**src/source/pix_pkg.sv**
```systemverilog
`default_nettype none

package pix_pkg;

    // ======================================================================
    // Data types shared by the capture path, the memory and the readout
    // ======================================================================

    // One sensor sample
    typedef logic [11:0] pixel_t;

    // One frame memory word, pixels are zero-extended into it
    typedef logic [15:0] word_t;

    // Frame memory block number, eight blocks
    typedef logic [2:0] block_t;

    // Command carried on the req/ack port
    typedef enum logic {
        CMD_CAPTURE = 1'b0,
        CMD_READOUT = 1'b1
    } cmd_e;

endpackage

`default_nettype wire

```
**src/source/pix_transfer_seq.sv**
```systemverilog
`timescale 1ns/100ps
`default_nettype none

module pix_transfer_seq import pix_pkg::*; (
    input  logic   clk,
    input  logic   rst_n,
    input  logic   start_capture,
    input  logic   start_readout,
    input  block_t op_block,
    output logic   op_done,
    output logic   arm,
    input  logic   cmd_ready,
    output logic   cmd_trigger,
    output logic   cmd_write,
    output block_t cmd_block,
    input  logic   write_ready,
    output logic   write_trigger,
    output word_t  write_data,
    input  logic   read_ready,
    output logic   read_trigger,
    input  word_t  read_data,
    output logic   cap_pop,
    input  pixel_t cap_data,
    input  logic   cap_empty,
    output logic   rd_push,
    output word_t  rd_data,
    input  logic   rd_full,
    input  logic   rd_empty
);

    typedef enum logic [2:0] {
        ST_IDLE,
        ST_CAP_CMD,
        ST_CAP_COPY,
        ST_RD_CMD,
        ST_RD_DRAIN
    } state_e;

    state_e state;

    // Refill the pending write word once memory takes the previous one
    assign cap_pop = (state == ST_CAP_COPY) && !cap_empty &&
                     (!write_trigger || write_ready);

    // Memory pauses whenever the readout FIFO has no room
    assign read_trigger = (state == ST_RD_DRAIN) && !rd_full;
    assign rd_push      = read_trigger && read_ready;
    assign rd_data      = read_data;

    always_ff @(posedge clk) begin
        if (!rst_n) begin
            state         <= ST_IDLE;
            op_done       <= 1'b0;
            arm           <= 1'b0;
            cmd_trigger   <= 1'b0;
            cmd_write     <= 1'b0;
            cmd_block     <= '0;
            write_trigger <= 1'b0;
        end else begin
            op_done <= 1'b0;
            arm     <= 1'b0;
            case (state)
                ST_IDLE: begin
                    if (start_capture || start_readout) begin
                        cmd_block   <= op_block;
                        cmd_write   <= start_capture;
                        cmd_trigger <= 1'b1;
                        state       <= start_capture ? ST_CAP_CMD : ST_RD_CMD;
                    end
                end
                // Hold the write command until memory accepts it
                ST_CAP_CMD: begin
                    if (cmd_ready && cmd_trigger) begin
                        cmd_trigger <= 1'b0;
                        arm         <= 1'b1;
                        state       <= ST_CAP_COPY;
                    end
                end
                ST_CAP_COPY: begin
                    if (cap_pop) begin
                        write_trigger <= 1'b1;
                    end else if (write_ready && write_trigger) begin
                        write_trigger <= 1'b0;
                    end
                    // Memory back to ready means the block is full
                    if (cmd_ready) begin
                        write_trigger <= 1'b0;
                        op_done       <= 1'b1;
                        state         <= ST_IDLE;
                    end
                end
                ST_RD_CMD: begin
                    if (cmd_ready && cmd_trigger) begin
                        cmd_trigger <= 1'b0;
                        state       <= ST_RD_DRAIN;
                    end
                end
                ST_RD_DRAIN: begin
                    // Done once memory is finished and the consumer took everything
                    if (cmd_ready && rd_empty) begin
                        op_done <= 1'b1;
                        state   <= ST_IDLE;
                    end
                end
                default: state <= ST_IDLE;
            endcase
        end
    end

    always_ff @(posedge clk) begin
        if (cap_pop) begin
            write_data <= word_t'(cap_data);
        end
    end

endmodule

`default_nettype wire
```
**config.mk**
```make
export PLATFORM = sky130hd
export DESIGN_NAME = pix_transfer_seq
export DESIGN_NICKNAME = d
export VERILOG_FILES = /design/src/source/pix_pkg.sv /design/src/source/pix_transfer_seq.sv
export SDC_FILE = /design/constraint.sdc
export NUM_CORES = 1
export LEC_CHECK = 0
export BUFFER_PORTS_ARGS = -buffer_cell sky130_fd_sc_hd__buf_2
export CAP_MARGIN = 0
export CORE_MARGIN = 8
export CORE_UTILIZATION = 35
export CTS_BUF_LIST = sky130_fd_sc_hd__clkbuf_4
export DETAILED_ROUTE_END_ITERATION = 8
export MAX_ROUTING_LAYER = met4
export PLACE_DENSITY = 0.71
export SYNTH_ARGS = -nofsm -noshare
export SYNTH_HDL_FRONTEND = slang
export SYNTH_SLANG_ARGS = --single-unit
```
**constraint.sdc**
```tcl
create_clock -name clk -period 6.35 [get_ports clk]
set_clock_uncertainty 0.1 [all_clocks]
set_input_delay 0.9525 -clock clk [delete_from_list [all_inputs] [get_ports clk]]
set_output_delay 0.9525 -clock clk [all_outputs]
set_load 0.02 [all_outputs]
```
# Word-level counts from Yosys, hierarchy flattened
# Index checks and enable logic that the tools add are counted.
# W data, S select, Z words.
word_totals:
  reg_bits: 23
  input_bits: 41
  out_inout_bits: 43
  elab_cells: 56
classes:
  eq_ne: 10
  n_mux: 17
  n_reduce_logical: 21
ops:
  columns: ["cell", "n"]
  rows:
  - ["$mux W3", 5]
  - ["$pmux W3 S5", 1]
  - ["$mux W1", 8]
  - ["$ne A2 B2 Y1 const B", 4]
  - ["$logic_and A1 B1 Y1", 7]
  - ["$eq A3 B2 Y1 const B", 2]
  - ["$reduce_and A2 Y1", 3]
  - ["$reduce_and A5 Y1", 1]
  - ["$ne A2 B1 Y1 const B", 2]
  - ["$pmux W1 S2", 2]
  - ["$eq A3 B1 Y1 const B", 1]
  - ["$eq A3 B3 Y1 const B", 1]
  - ["$logic_not A1 Y1", 3]
  - ["$logic_not A3 Y1", 1]
  - ["$reduce_and A3 Y1", 1]
  - ["$reduce_bool A3 Y1", 1]
  - ["$logic_or A1 B1 Y1", 2]
  - ["$mux W2", 1]
  - ["$reduce_bool A2 Y1", 1]
  - ["$reduce_or A2 Y1", 1]

# Longest topological paths before layout
# Gate-level depths: netlist of run 1.
depth:
  word_depth: 5
  depth_mapped: 5
  ltp_nobuf: 4

# Worst setup path before layout of run 1
# Ideal clock, no wire load.
synth_timing:
  path_kind: "in2out"
  startpoint: "input write_ready"
  endpoint: "output cap_pop"
  arrival_time_ns: 3.937
  required_time_ns: 5.298
  slack_ns: 1.360
  stages: 2
  n_path_buf: 0
  cell_sequence: "inv_1 > a2111oi_0"
synth_via:
  elab_chain_len: 2
synth_rtl:
  columns: ["element", "line_no", "rtl"]
  rows:
  - ["start, declared", "pix_transfer_seq.sv:16", "input logic write_ready,"]
  - ["$logic_or A1 B1 Y1", "pix_transfer_seq.sv:43", "(!write_trigger || write_ready);"]
  - ["$logic_and A1 B1 Y1", "pix_transfer_seq.sv:42", "assign cap_pop = (state == ST_CAP_COPY) && !cap_empty &&"]
  - ["end, declared", "pix_transfer_seq.sv:22", "output logic cap_pop,"]
# Every way passes these cells.

# Worst setup path in the final report of run 1
# Ends and elaborated chain as after synthesis.

==> results of run 1 <==
through the flow:
step	utilization	hold WS (ps)	area (um^2)
floorplan	-	404	1060
global placement	0.402	367	1190
detailed placement	0.402	374	1190
CTS	0.411	392	1210
global route	0.411	419	1210
finish	0.411	386	1210
state kept, by name (all words and copies together), names as in the netlist:
signal and count:
write_trigger 1, arm 1, cmd_block 3, op_done 1
state 3, cmd_write 1, write_data 12, cmd_trigger 1
critical path, cell delays in order:
cell and delay (ps):
buf_2 90, inv_1 40, a2111oi_2 340, buf_4 260, buf_2 190
cells in the mapped netlist:
library cell	instances
nand3_1	2
a21oi_1	1
a21boi_1	2
inv_1	2
a22oi_1	1
a211oi_1	1
o21ai_1	1
buf_4	20
nor2_1	3
nand2b_2	1
nor4_1	1
nor2b_1	6
and2_1	1
or4_1	1
nor3_2	1
edfxtp_1	12
conb_1	1
and2b_2	1
a2bb2oi_1	1
o31ai_1	1
buf_6	1
o211ai_2	1
o21ai_0	1
clkbuf_1	1
nand2_1	9
nand2b_1	2
a2111oi_0	1
dfxtp_1	11
nor4b_1	1
mux2i_1	5
where the power goes:
group          leakage, nW  switching [mW]  internal [mW]
combinational        0.328          0.0592         0.0421
clock               0.0177          0.0407         0.0235
sequential           0.199          0.0157          0.176
total                0.545           0.116          0.242
cells in the final DEF, fill, tap and decap left out, types with 2 or more instances in the layout:
cell / instances
mux2i_1: 5
nand2_1: 9
edfxtp_1: 12
buf_2: 47
nor2_1: 3
nor2b_1: 6
dfxtp_1: 11
a21boi_1: 2
clkbuf_4: 3
inv_1: 2
conb_1: 4
nand3_1: 2
nand2b_1: 2
final timing paths:
check / endpoint / slack, ps / cells after the start
worst min register to register: arm / 390 / 2
worst max register to register: write_data[8] / 4690 / 3
worst min-delay path: arm / 390 / 2
worst max-delay path: cap_pop / 3430 / 5
cell families after synthesis:
logic type,after synthesis,synth area share
muxes,5,0.0476
AOI/OAI and AO/OA,11,0.0786
and+or+nand+nor,29,0.154
DFF,23,0.552
buffers and inverters,24,0.164
other,1,0.00357
final cells by class:
type                    instances  area [um^2]  area share
clock inverters                 1         5.00     0.00412
well taps                      33         41.3      0.0340
multi-input cells              49          315       0.260
flip-flops and latches         23          581       0.478
repair buffers                 48          243       0.200
clock buffers                   3         22.5      0.0185
inverters                       2         7.51     0.00618
per-layer routing:
metal | share of wire | routed length (um) | vias to the layer above | track usage
met2 | 0.47 | 1040 | 43 | 0.147
met4 | 0.0086 | 19 | 0 | 0.0416
met3 | 0.14 | 309 | 4 | 0.0523
li1 | - | - | 361 | -
met5 | 0 | 0 | - | -
met1 | 0.38 | 841 | 343 | 0.0842
==> summary.txt, run 1 <==
Status
  – Status: finished clean

Floorplanning
  – Core ar.: 0.00295 mm^2
  – Std cell rows: 20
  – Die Area: about 0.005 mm^2
  – Die Y: between 70 and 80 um
  – IO Count: 84
  – Initial core utilization: 0.356
  – Chip width: around 71 um

Global routing
  – Pin count of the biggest net entering global routing: 14
  – GR Overflow Total: 0
  – GRT Util Overall: 0.0903
  – Initial antenna violation count: 0
  – First-pass GRT wire length: roughly 3600 um
  – Number of global-route vias before repair: about 740

STA
  – Final worst slack: 3430 ps
  – Setup Viol. Count Final: 0
  – Post-layout minimum cycle time: around 2900 ps
  – Final Max Slew Viols: 0
  – Fin crit share: 0.460
  – Setup TNS: 0 ps
  – Fmax achieved: approximately 0.34 GHz
  – Final Hold Fails: 0
  – Unrepaired setup endpoints after global routing: no

Clocking
  – TritonCTS clock tree: yes
  – Worst skew pair latency: approximately 300 ps
  – CTS Root Cell: clkbuf_4
  – CTS Buf Count: 3
  – CTS H-tree depth: 1
  – CTS sink cnt: 23
  – Reg clk slew, reported paths: 120 ps
  – Post_cts resized: 0
  – Cts hold-fix bufs: 0
  – # Post-CTS Setup Buffers: 0
  – CTS max path bufs: 2

Hold path
  – Hold Startpoint: cmd_trigger
  – Tightest Hold Check Type: reg -> reg

Finish
  – Area Growth Syn to Fin: 15.6%
  – Share of cells above drive strength 1: 0.452
  – Layout Cells excl Fill: about 160
  – Diodes inserted: 0
  – FILL cells: between 200 and 300
  – Nets: 168

Placed design
  – IO Port Bufs: 47
  – Dpl hpwl: roughly 1900 um
  – GP Congestion: between 0.7 and 0.8
  – Worst slack at placement: ~3400 ps
  – Placed cells: about 160

Power
  – VDD IR max: between 0.06 and 0.07 mV
  – P_leak: around 0.55 nW
  – Pwr dens: 294 mW/mm^2
  – Total power draw: approximately 0.36 mW

Critical path
  – Worst Setup End Kind: output pin
  – Worst setup startpoint: write_ready
  – Crit start category: input port
  – RR Startpoint: state[1]
  – CP Max Fanout: 13
  – Req. time, crit path: 5300 ps
  – Critical path arrival: 1870 ps
  – CP Class: in -> out

Synth
  – Yosys cell types: 30
  – Yosys top cell area share: 0.343
  – Gate Count Post-Synth: between 90 and 100
  – FF+latch count, synth: 23
  – Dominant cells by area after synthesis: edfxtp_1, dfxtp_1, buf_4
  – Post-Syn Area: ~0.0011 mm^2
  – Yosys top cell by area: edfxtp_1
  – Synth Warn #: 0
  – Mapped Avg Cell Area: 11.3 um^2
  – Seq/Total Area, Yosys: 0.552

Drt
  – Remaining DRCs: 0
  – Via count: 751
  – Antenna-violating nets left: 0
  – Routed WL: 2210 um
  – Vias per cell: 4.72
  – WL/cell: between 10 and 15 um
  – TritonRoute pass-1 iters: 4
  – Initial DRC count: 36

Run
  – Maxcap violations: 0
No activity file was read; power rests on OpenSTA's default activity.
==> run 2: changes to the inputs <==
--- a/config.mk
+++ b/config.mk
@@ -12,7 +12,7 @@
 export CTS_BUF_LIST = sky130_fd_sc_hd__clkbuf_4
 export DETAILED_ROUTE_END_ITERATION = 8
 export MAX_ROUTING_LAYER = met4
-export PLACE_DENSITY = 0.71
+export PLACE_DENSITY = 0.74
 export SYNTH_ARGS = -nofsm -noshare
 export SYNTH_HDL_FRONTEND = slang
 export SYNTH_SLANG_ARGS = --single-unit
==> constraint.sdc (replaced) <==
create_clock -name clk -period 2.53 [get_ports clk]
set_clock_uncertainty 0.1 [all_clocks]
set_input_delay 0.3795 -clock clk [delete_from_list [all_inputs] [get_ports clk]]
set_output_delay 0.3795 -clock clk [all_outputs]
set_load 0.02 [all_outputs]
==> run 2 against run 1 <==
Total power grew to 2.5 times the previous value. Hold slack got worse by 250 ps. Count of clock-buffer cells in the layout did not move. Non-clock buffer count stayed put. Register-to-register slack worse by 3800 ps. Sequential share of layout area decreased by 0.098 points. Routed wire length up 1.4%. Critical path type is now reg -> out. Highest routed layer is now met3.
==> summary.txt, run 2 (synthesis gave the netlist of run 1 again) <==
Status
  – Status: finished clean

Finish
  – FF/Latch Area: 581 um^2 (unchanged)
  – Share of cells above drive strength 1: 0.452 (unchanged)
  – Biggest register: write_data
  – Max reg flops: 12 (unchanged)
  – Commonest non-fill, non-tap cells in the layout: buf_2, edfxtp_1, dfxtp_1, nand2_1, nor2b_1
  – Design area: 0.00122 mm^2 (+0.21%)
  – Combined area of the multi-input logic cells: 315 um^2 (unchanged)
  – Area Growth Syn to Fin: 15.8%
  – Diodes inserted: 0 (unchanged)
  – Nets: 168 (unchanged)
  – FILL cells: 311 (+8.4%)
  – Regs by FF count: write_data x12, cmd_block x3, state x3
  – Leading cell type in the layout, fill and taps excluded: buf_2

STA
  – Fin crit share: 0.810
  – Post-layout minimum cycle time: roughly 2000 ps
  – Fmax achieved: 0.488 GHz
  – Final worst slack: 481 ps (-2950 ps)
  – Setup TNS: 0 ps (unchanged)
  – Final Max Slew Viols: 0 (unchanged)
  – Unrepaired setup endpoints after global routing: no
  – Final Hold Fails: 0 (unchanged)
  – Setup Viol. Count Final: 0 (unchanged)
  – Hold_ws: 137 ps (-249 ps)

Floorplanning
  – IO Count: 84 (unchanged)
  – Std cell rows: 20 (unchanged)
  – Core ar.: 0.00295 mm^2 (unchanged)
  – Die Area: 0.00501 mm^2 (unchanged)
  – Chip width: 70.8 um (unchanged)
  – Initial core utilization: 0.356 (unchanged)
  – Die Y: 70.8 um (unchanged)

Power
  – Internal: 0.608 mW (+150%)
  – P_leak: 0.541 nW (-0.69%)
  – Switching Fraction: 0.327 (+0.00361)
  – Clock share of power: 0.184 (+0.005)
  – Share of power burned in combinational logic: 0.284 (about the same)
  – Share of power burned in registers: 0.532 (-0.005)
  – VDD IR max: 0.180 mV (+170%)
  – Pwr dens: 742 mW/mm^2 (+150%)
  – Psw: 0.296 mW (+160%)

Critical path
  – Largest stage delay, worst path: 510 ps (+170 ps)
  – Highest-delay cell along the critical path: dfxtp_1
  – Worst Setup End Kind: output pin
  – CP Max Fanout: 8 (-5)
  – Crit-path cells: nand2b_2 -> a2111oi_2 -> buf_2
  – Req. time, crit path: 2050 ps (-3250 ps)
  – CP Class: reg -> out
  – Critical path arrival: 1570 ps (-300 ps)
  – Crit start category: flop

Global routing
  – First-pass GRT wire length: 3500 um (-1.7%)
  – Pin count of the biggest net entering global routing: 15 (+1)
  – Initial antenna violation count: 0 (unchanged)
  – Number of global-route vias before repair: 732 (-1.3%)
  – GR Overflow Total: 0 (unchanged)
  – GRT Util Overall: 0.0898 (-0.000495)

Drt
  – Via count: 731 (-2.7%)
  – Antenna-violating nets left: 0 (unchanged)
  – WL/cell: 14.1 um (+1.4%)
  – Initial DRC count: 53 (+47%)
  – Remaining DRCs: 0 (unchanged)
  – Routed WL: 2240 um (+1.4%)
  – TritonRoute pass-1 iters: 3 (-1)
  – Vias per cell: 4.60 (-2.7%)

Clocking
  – Post_cts resized: 0 (unchanged)
  – Worst skew pair latency: 310 ps (about the same)
  – Cts hold-fix bufs: 0 (unchanged)
  – CTS Buf Count: 3 (unchanged)
  – CTS sink cnt: 23 (unchanged)
  – # Post-CTS Setup Buffers: 0 (unchanged)
  – Reg clk slew, reported paths: 130 ps (about the same)
  – CTS max path bufs: 2 (unchanged)
  – TritonCTS clock tree: yes
  – CTS Root Cell: clkbuf_4
  – CTS H-tree depth: 1 (unchanged)

Placed design
  – Dpl hpwl: 1940 um (+3.7%)
  – GP Congestion: 0.778 (+4.5%)
  – Placed Area: 0.00119 mm^2 (unchanged)
  – IO Port Bufs: 47 (unchanged)
  – Worst slack at placement: 820 ps (-2590 ps)

Hold path
  – Tightest Hold Check Type: in -> reg

Run
  – Maxcap violations: 0 (unchanged)
run 2: changes by cell type in the layout (fill, tap and decap cells not counted):
cell	before	now
clkinvlp_4	0	1
clkinv_2	1	0
run 2: worst paths after layout:
kind | startpoint | endpoint | slack (ps) | cells past startpoint
max | state[1] | cap_pop | 480 | 3
max reg2reg | state[1] | write_data[1] | 850 | 3
min reg2reg | cmd_trigger | arm | 410 | 2
min | cap_data[4] | write_data[4] | 140 | 1
run 2: area by class of cell:
type,instances,area share
clock buffers,3,0.0185
clock inverters,1,0.00617
inverters,2,0.00617
multi-input cells,49,0.259
flip-flops and latches,23,0.477
well taps,33,0.0339
repair buffers,48,0.199
run 2: critical path, delay by kind of cell, from the launching register on:
family / cells / cell delay, ps
flops: 1 / 510
buf+inv: 1 / 240
compound gates: 1 / 380
simple gates: 1 / 140
run 2: per-stage QoR:
stage          utilization  instances  total power, mW
2_1_floorplan            -         96            0.712
3_3_place_gp         0.402        155            0.742
3_5_place_dp         0.402        155            0.751
4_1_cts              0.412        159            0.919
5_1_grt              0.412        159            0.957
6_report             0.412        159            0.904
run 2: layer usage:
| metal | share of wire | global-route usage | up-vias |
|---|---|---|---|
| met5 | 0 | - | - |
| met4 | 0 | 0.0346 | 0 |
| met3 | 0.13 | 0.0551 | 0 |
| met2 | 0.47 | 0.144 | 46 |
| met1 | 0.40 | 0.0861 | 322 |
| li1 | - | - | 363 |
run 2: power groups by stage:
| stage | logic, mW | registers, mW | clock network [mW] |
|---|---|---|---|
| 3_5_place_dp | 0.261 | 0.490 | 0 |
| 5_1_grt | 0.284 | 0.487 | 0.186 |
| 3_3_place_gp | 0.256 | 0.486 | 0 |
| 2_1_floorplan | 0.191 | 0.521 | 0 |
| 6_report | 0.257 | 0.481 | 0.166 |
| 4_1_cts | 0.261 | 0.481 | 0.177 |
==> run 3: changes to the inputs <==
==> constraint.sdc (replaced) <==
create_clock -name clk -period 1.85 [get_ports clk]
set_clock_uncertainty 0.1 [all_clocks]
set_input_delay 0.2775 -clock clk [delete_from_list [all_inputs] [get_ports clk]]
set_output_delay 0.2775 -clock clk [all_outputs]
set_load 0.02 [all_outputs]
==> run 3 against run 2 <==
Total power rose by 38%. Worst setup slack worse by 410 ps. Critical endpoint unchanged. Combinational power is 40% higher. Register-to-register slack worse by 540 ps. Routed wire length rose by 2.6%. First-iteration DRC count shrank 3.8%. Die area is the same. Count of clock-buffer cells in the layout did not move. Final cell count unchanged. Core utilization is 1.0 points higher.
==> summary.txt, run 3 (synthesis gave the netlist of run 1 again) <==
Status
  – Status: finished clean

Finish
  – Area Growth Syn to Fin: 18.7%
  – Design area: 0.00125 mm^2 (+2.5%)
  – Layout Cells excl Fill: 159 (unchanged)
  – Regs by FF count: write_data x12, cmd_block x3, state x3
  – Max reg flops: 12 (unchanged)
  – Share of cells above drive strength 1: 0.484 (+0.0317)
  – Biggest register: write_data
  – Commonest non-fill, non-tap cells in the layout: buf_2, edfxtp_1, nand2_1, dfxtp_1, nor2b_1
  – Diodes inserted: 0 (unchanged)
  – Leading cell type in the layout, fill and taps excluded: buf_2
  – Final core occ: 0.422 (+0.0102)
  – Nets: 168 (unchanged)

Critical path
  – Crit start category: flop
  – Crit-path cells: nand2b_4 -> a2111oi_4 -> buf_4
  – Highest-delay cell along the critical path: dfxtp_2
  – CP Capture Point: cap_pop
  – Req. time, crit path: 1470 ps (-580 ps)
  – Worst reg2reg path depth: 3 (unchanged)
  – CP Max Fanout: 8 (unchanged)
  – Critical path arrival: 1400 ps (-170 ps)
  – Worst Setup End Kind: output pin
  – Worst reg2reg setup slack: 310 ps (-540 ps)
  – Reg2reg end: write_data[10]
  – Largest stage delay, worst path: 370 ps (-140 ps)
  – CP Class: reg -> out
  – Worst setup startpoint: state[2]
  – RR Startpoint: state[2]

Clocking
  – CTS Buf Count: 3 (unchanged)
  – CTS sink cnt: 23 (unchanged)
  – CTS H-tree depth: 1 (unchanged)
  – CTS max path bufs: 2 (unchanged)
  – Worst skew pair latency: 290 ps (-20 ps)
  – TritonCTS clock tree: yes
  – # Post-CTS Setup Buffers: 0 (unchanged)
  – Reg clk slew, reported paths: 120 ps (about the same)
  – CTS Root Cell: clkbuf_4
  – Cts hold-fix bufs: 0 (unchanged)

STA
  – Setup Viol. Count Final: 0 (unchanged)
  – Final Max Slew Viols: 0 (unchanged)
  – Final Hold Fails: 0 (unchanged)
  – Unrepaired setup endpoints after global routing: yes
  – Fin crit share: 0.960
  – Final worst slack: 73.5 ps (-408 ps)
  – Fmax achieved: ~0.56 GHz
  – Post-layout minimum cycle time: between 1500 and 2000 ps
  – Hold_ws: 46.5 ps (-91.0 ps)
  – Setup TNS: 0 ps (unchanged)

Placed design
  – IO Port Bufs: 47 (unchanged)
  – Worst slack at placement: 268 ps (-552 ps)
  – Placed Area: 0.00121 mm^2 (+1.7%)
  – Placed cells: 155 (unchanged)
  – GP Congestion: 0.798 (+2.6%)
  – Dpl hpwl: 2020 um (+4.1%)

Drt
  – TritonRoute pass-1 iters: 4 (+1)
  – Vias per cell: 4.67 (+1.5%)
  – Initial DRC count: 51 (-3.8%)
  – WL/cell: 14.5 um (+2.6%)
  – Routed WL: 2300 um (+2.6%)
  – Remaining DRCs: 0 (unchanged)
  – Antenna-violating nets left: 0 (unchanged)
  – Via count: 742 (+1.5%)

Floorplanning
  – Initial core utilization: 0.356 (unchanged)
  – Die Y: 70.8 um (unchanged)
  – Std cell rows: 20 (unchanged)
  – Die Area: 0.00501 mm^2 (unchanged)
  – Core ar.: 0.00295 mm^2 (unchanged)
  – Chip width: 70.8 um (unchanged)
  – IO Count: 84 (unchanged)

Global routing
  – Pin count of the biggest net entering global routing: 14 (-1)
  – Number of global-route vias before repair: 743 (+1.5%)
  – Initial antenna violation count: 0 (unchanged)
  – GRT Util Overall: 0.0926 (+0.00280)
  – GR Overflow Total: 0 (unchanged)
  – First-pass GRT wire length: 3680 um (+5.3%)

Run
  – Maxcap violations: 0 (unchanged)

Power
  – Pwr dens: 1000 mW/mm^2 (+35%)
  – P_leak: 0.549 nW (+1.4%)
  – VDD IR max: 0.237 mV (+32%)
  – Total power draw: 1.25 mW (+38%)

Hold path
  – Tightest Hold Check Type: in -> reg
## run 3: how the worst min path moves through the flow
stage | startpoint | endpoint | slack, ps | depth (start not counted)
floorplan | cap_data[0] | write_data[0] | 280 | 0
global placement | cap_data[6] | write_data[6] | 360 | 1
detailed placement | cap_data[9] | write_data[9] | 360 | 1
CTS | cap_data[9] | write_data[9] | 30 | 1
global route | cap_data[9] | write_data[9] | 20 | 1
finish | cap_data[9] | write_data[9] | 50 | 1
## run 3: worst max-delay path, delay by kind of cell, from the launching register on
| kind | cells | cell delay, ps |
|---|---|---|
| AO/OA/AOI/OAI | 1 | 350 |
| AND/OR/NAND/NOR | 1 | 170 |
| buffers and inverters | 1 | 210 |
| flip-flops | 1 | 370 |
## run 3: report_power, final
part	total (mW)	switching [mW]	internal (mW)
logic	0.360	0.206	0.154
clock network	0.216	0.136	0.0804
registers	0.672	0.0615	0.611
## run 3: per-layer routing
layer,wire [um],global-route usage,up-vias
met5,0,-,-
met4,13,0.0277,0
met3,391,0.0734,2
met2,1040,0.140,47
met1,852,0.0889,329
li1,-,-,364
## run 3: area by class of cell
cell class / count / area (um^2)
repair buffers: 48 / 245
well taps: 33 / 41.3
clock buffers: 3 / 22.5
clock inverters: 1 / 5.00
inverters: 2 / 7.51
fillers: 304 / 1710
multi-input cells: 49 / 339
flip-flops and latches: 23 / 587
## run 3: what timing repair did
action,CTS,global route
pin swaps,0,1
gates cloned,0,0
setup endpoints to repair,1,2
resized for setup,2,3
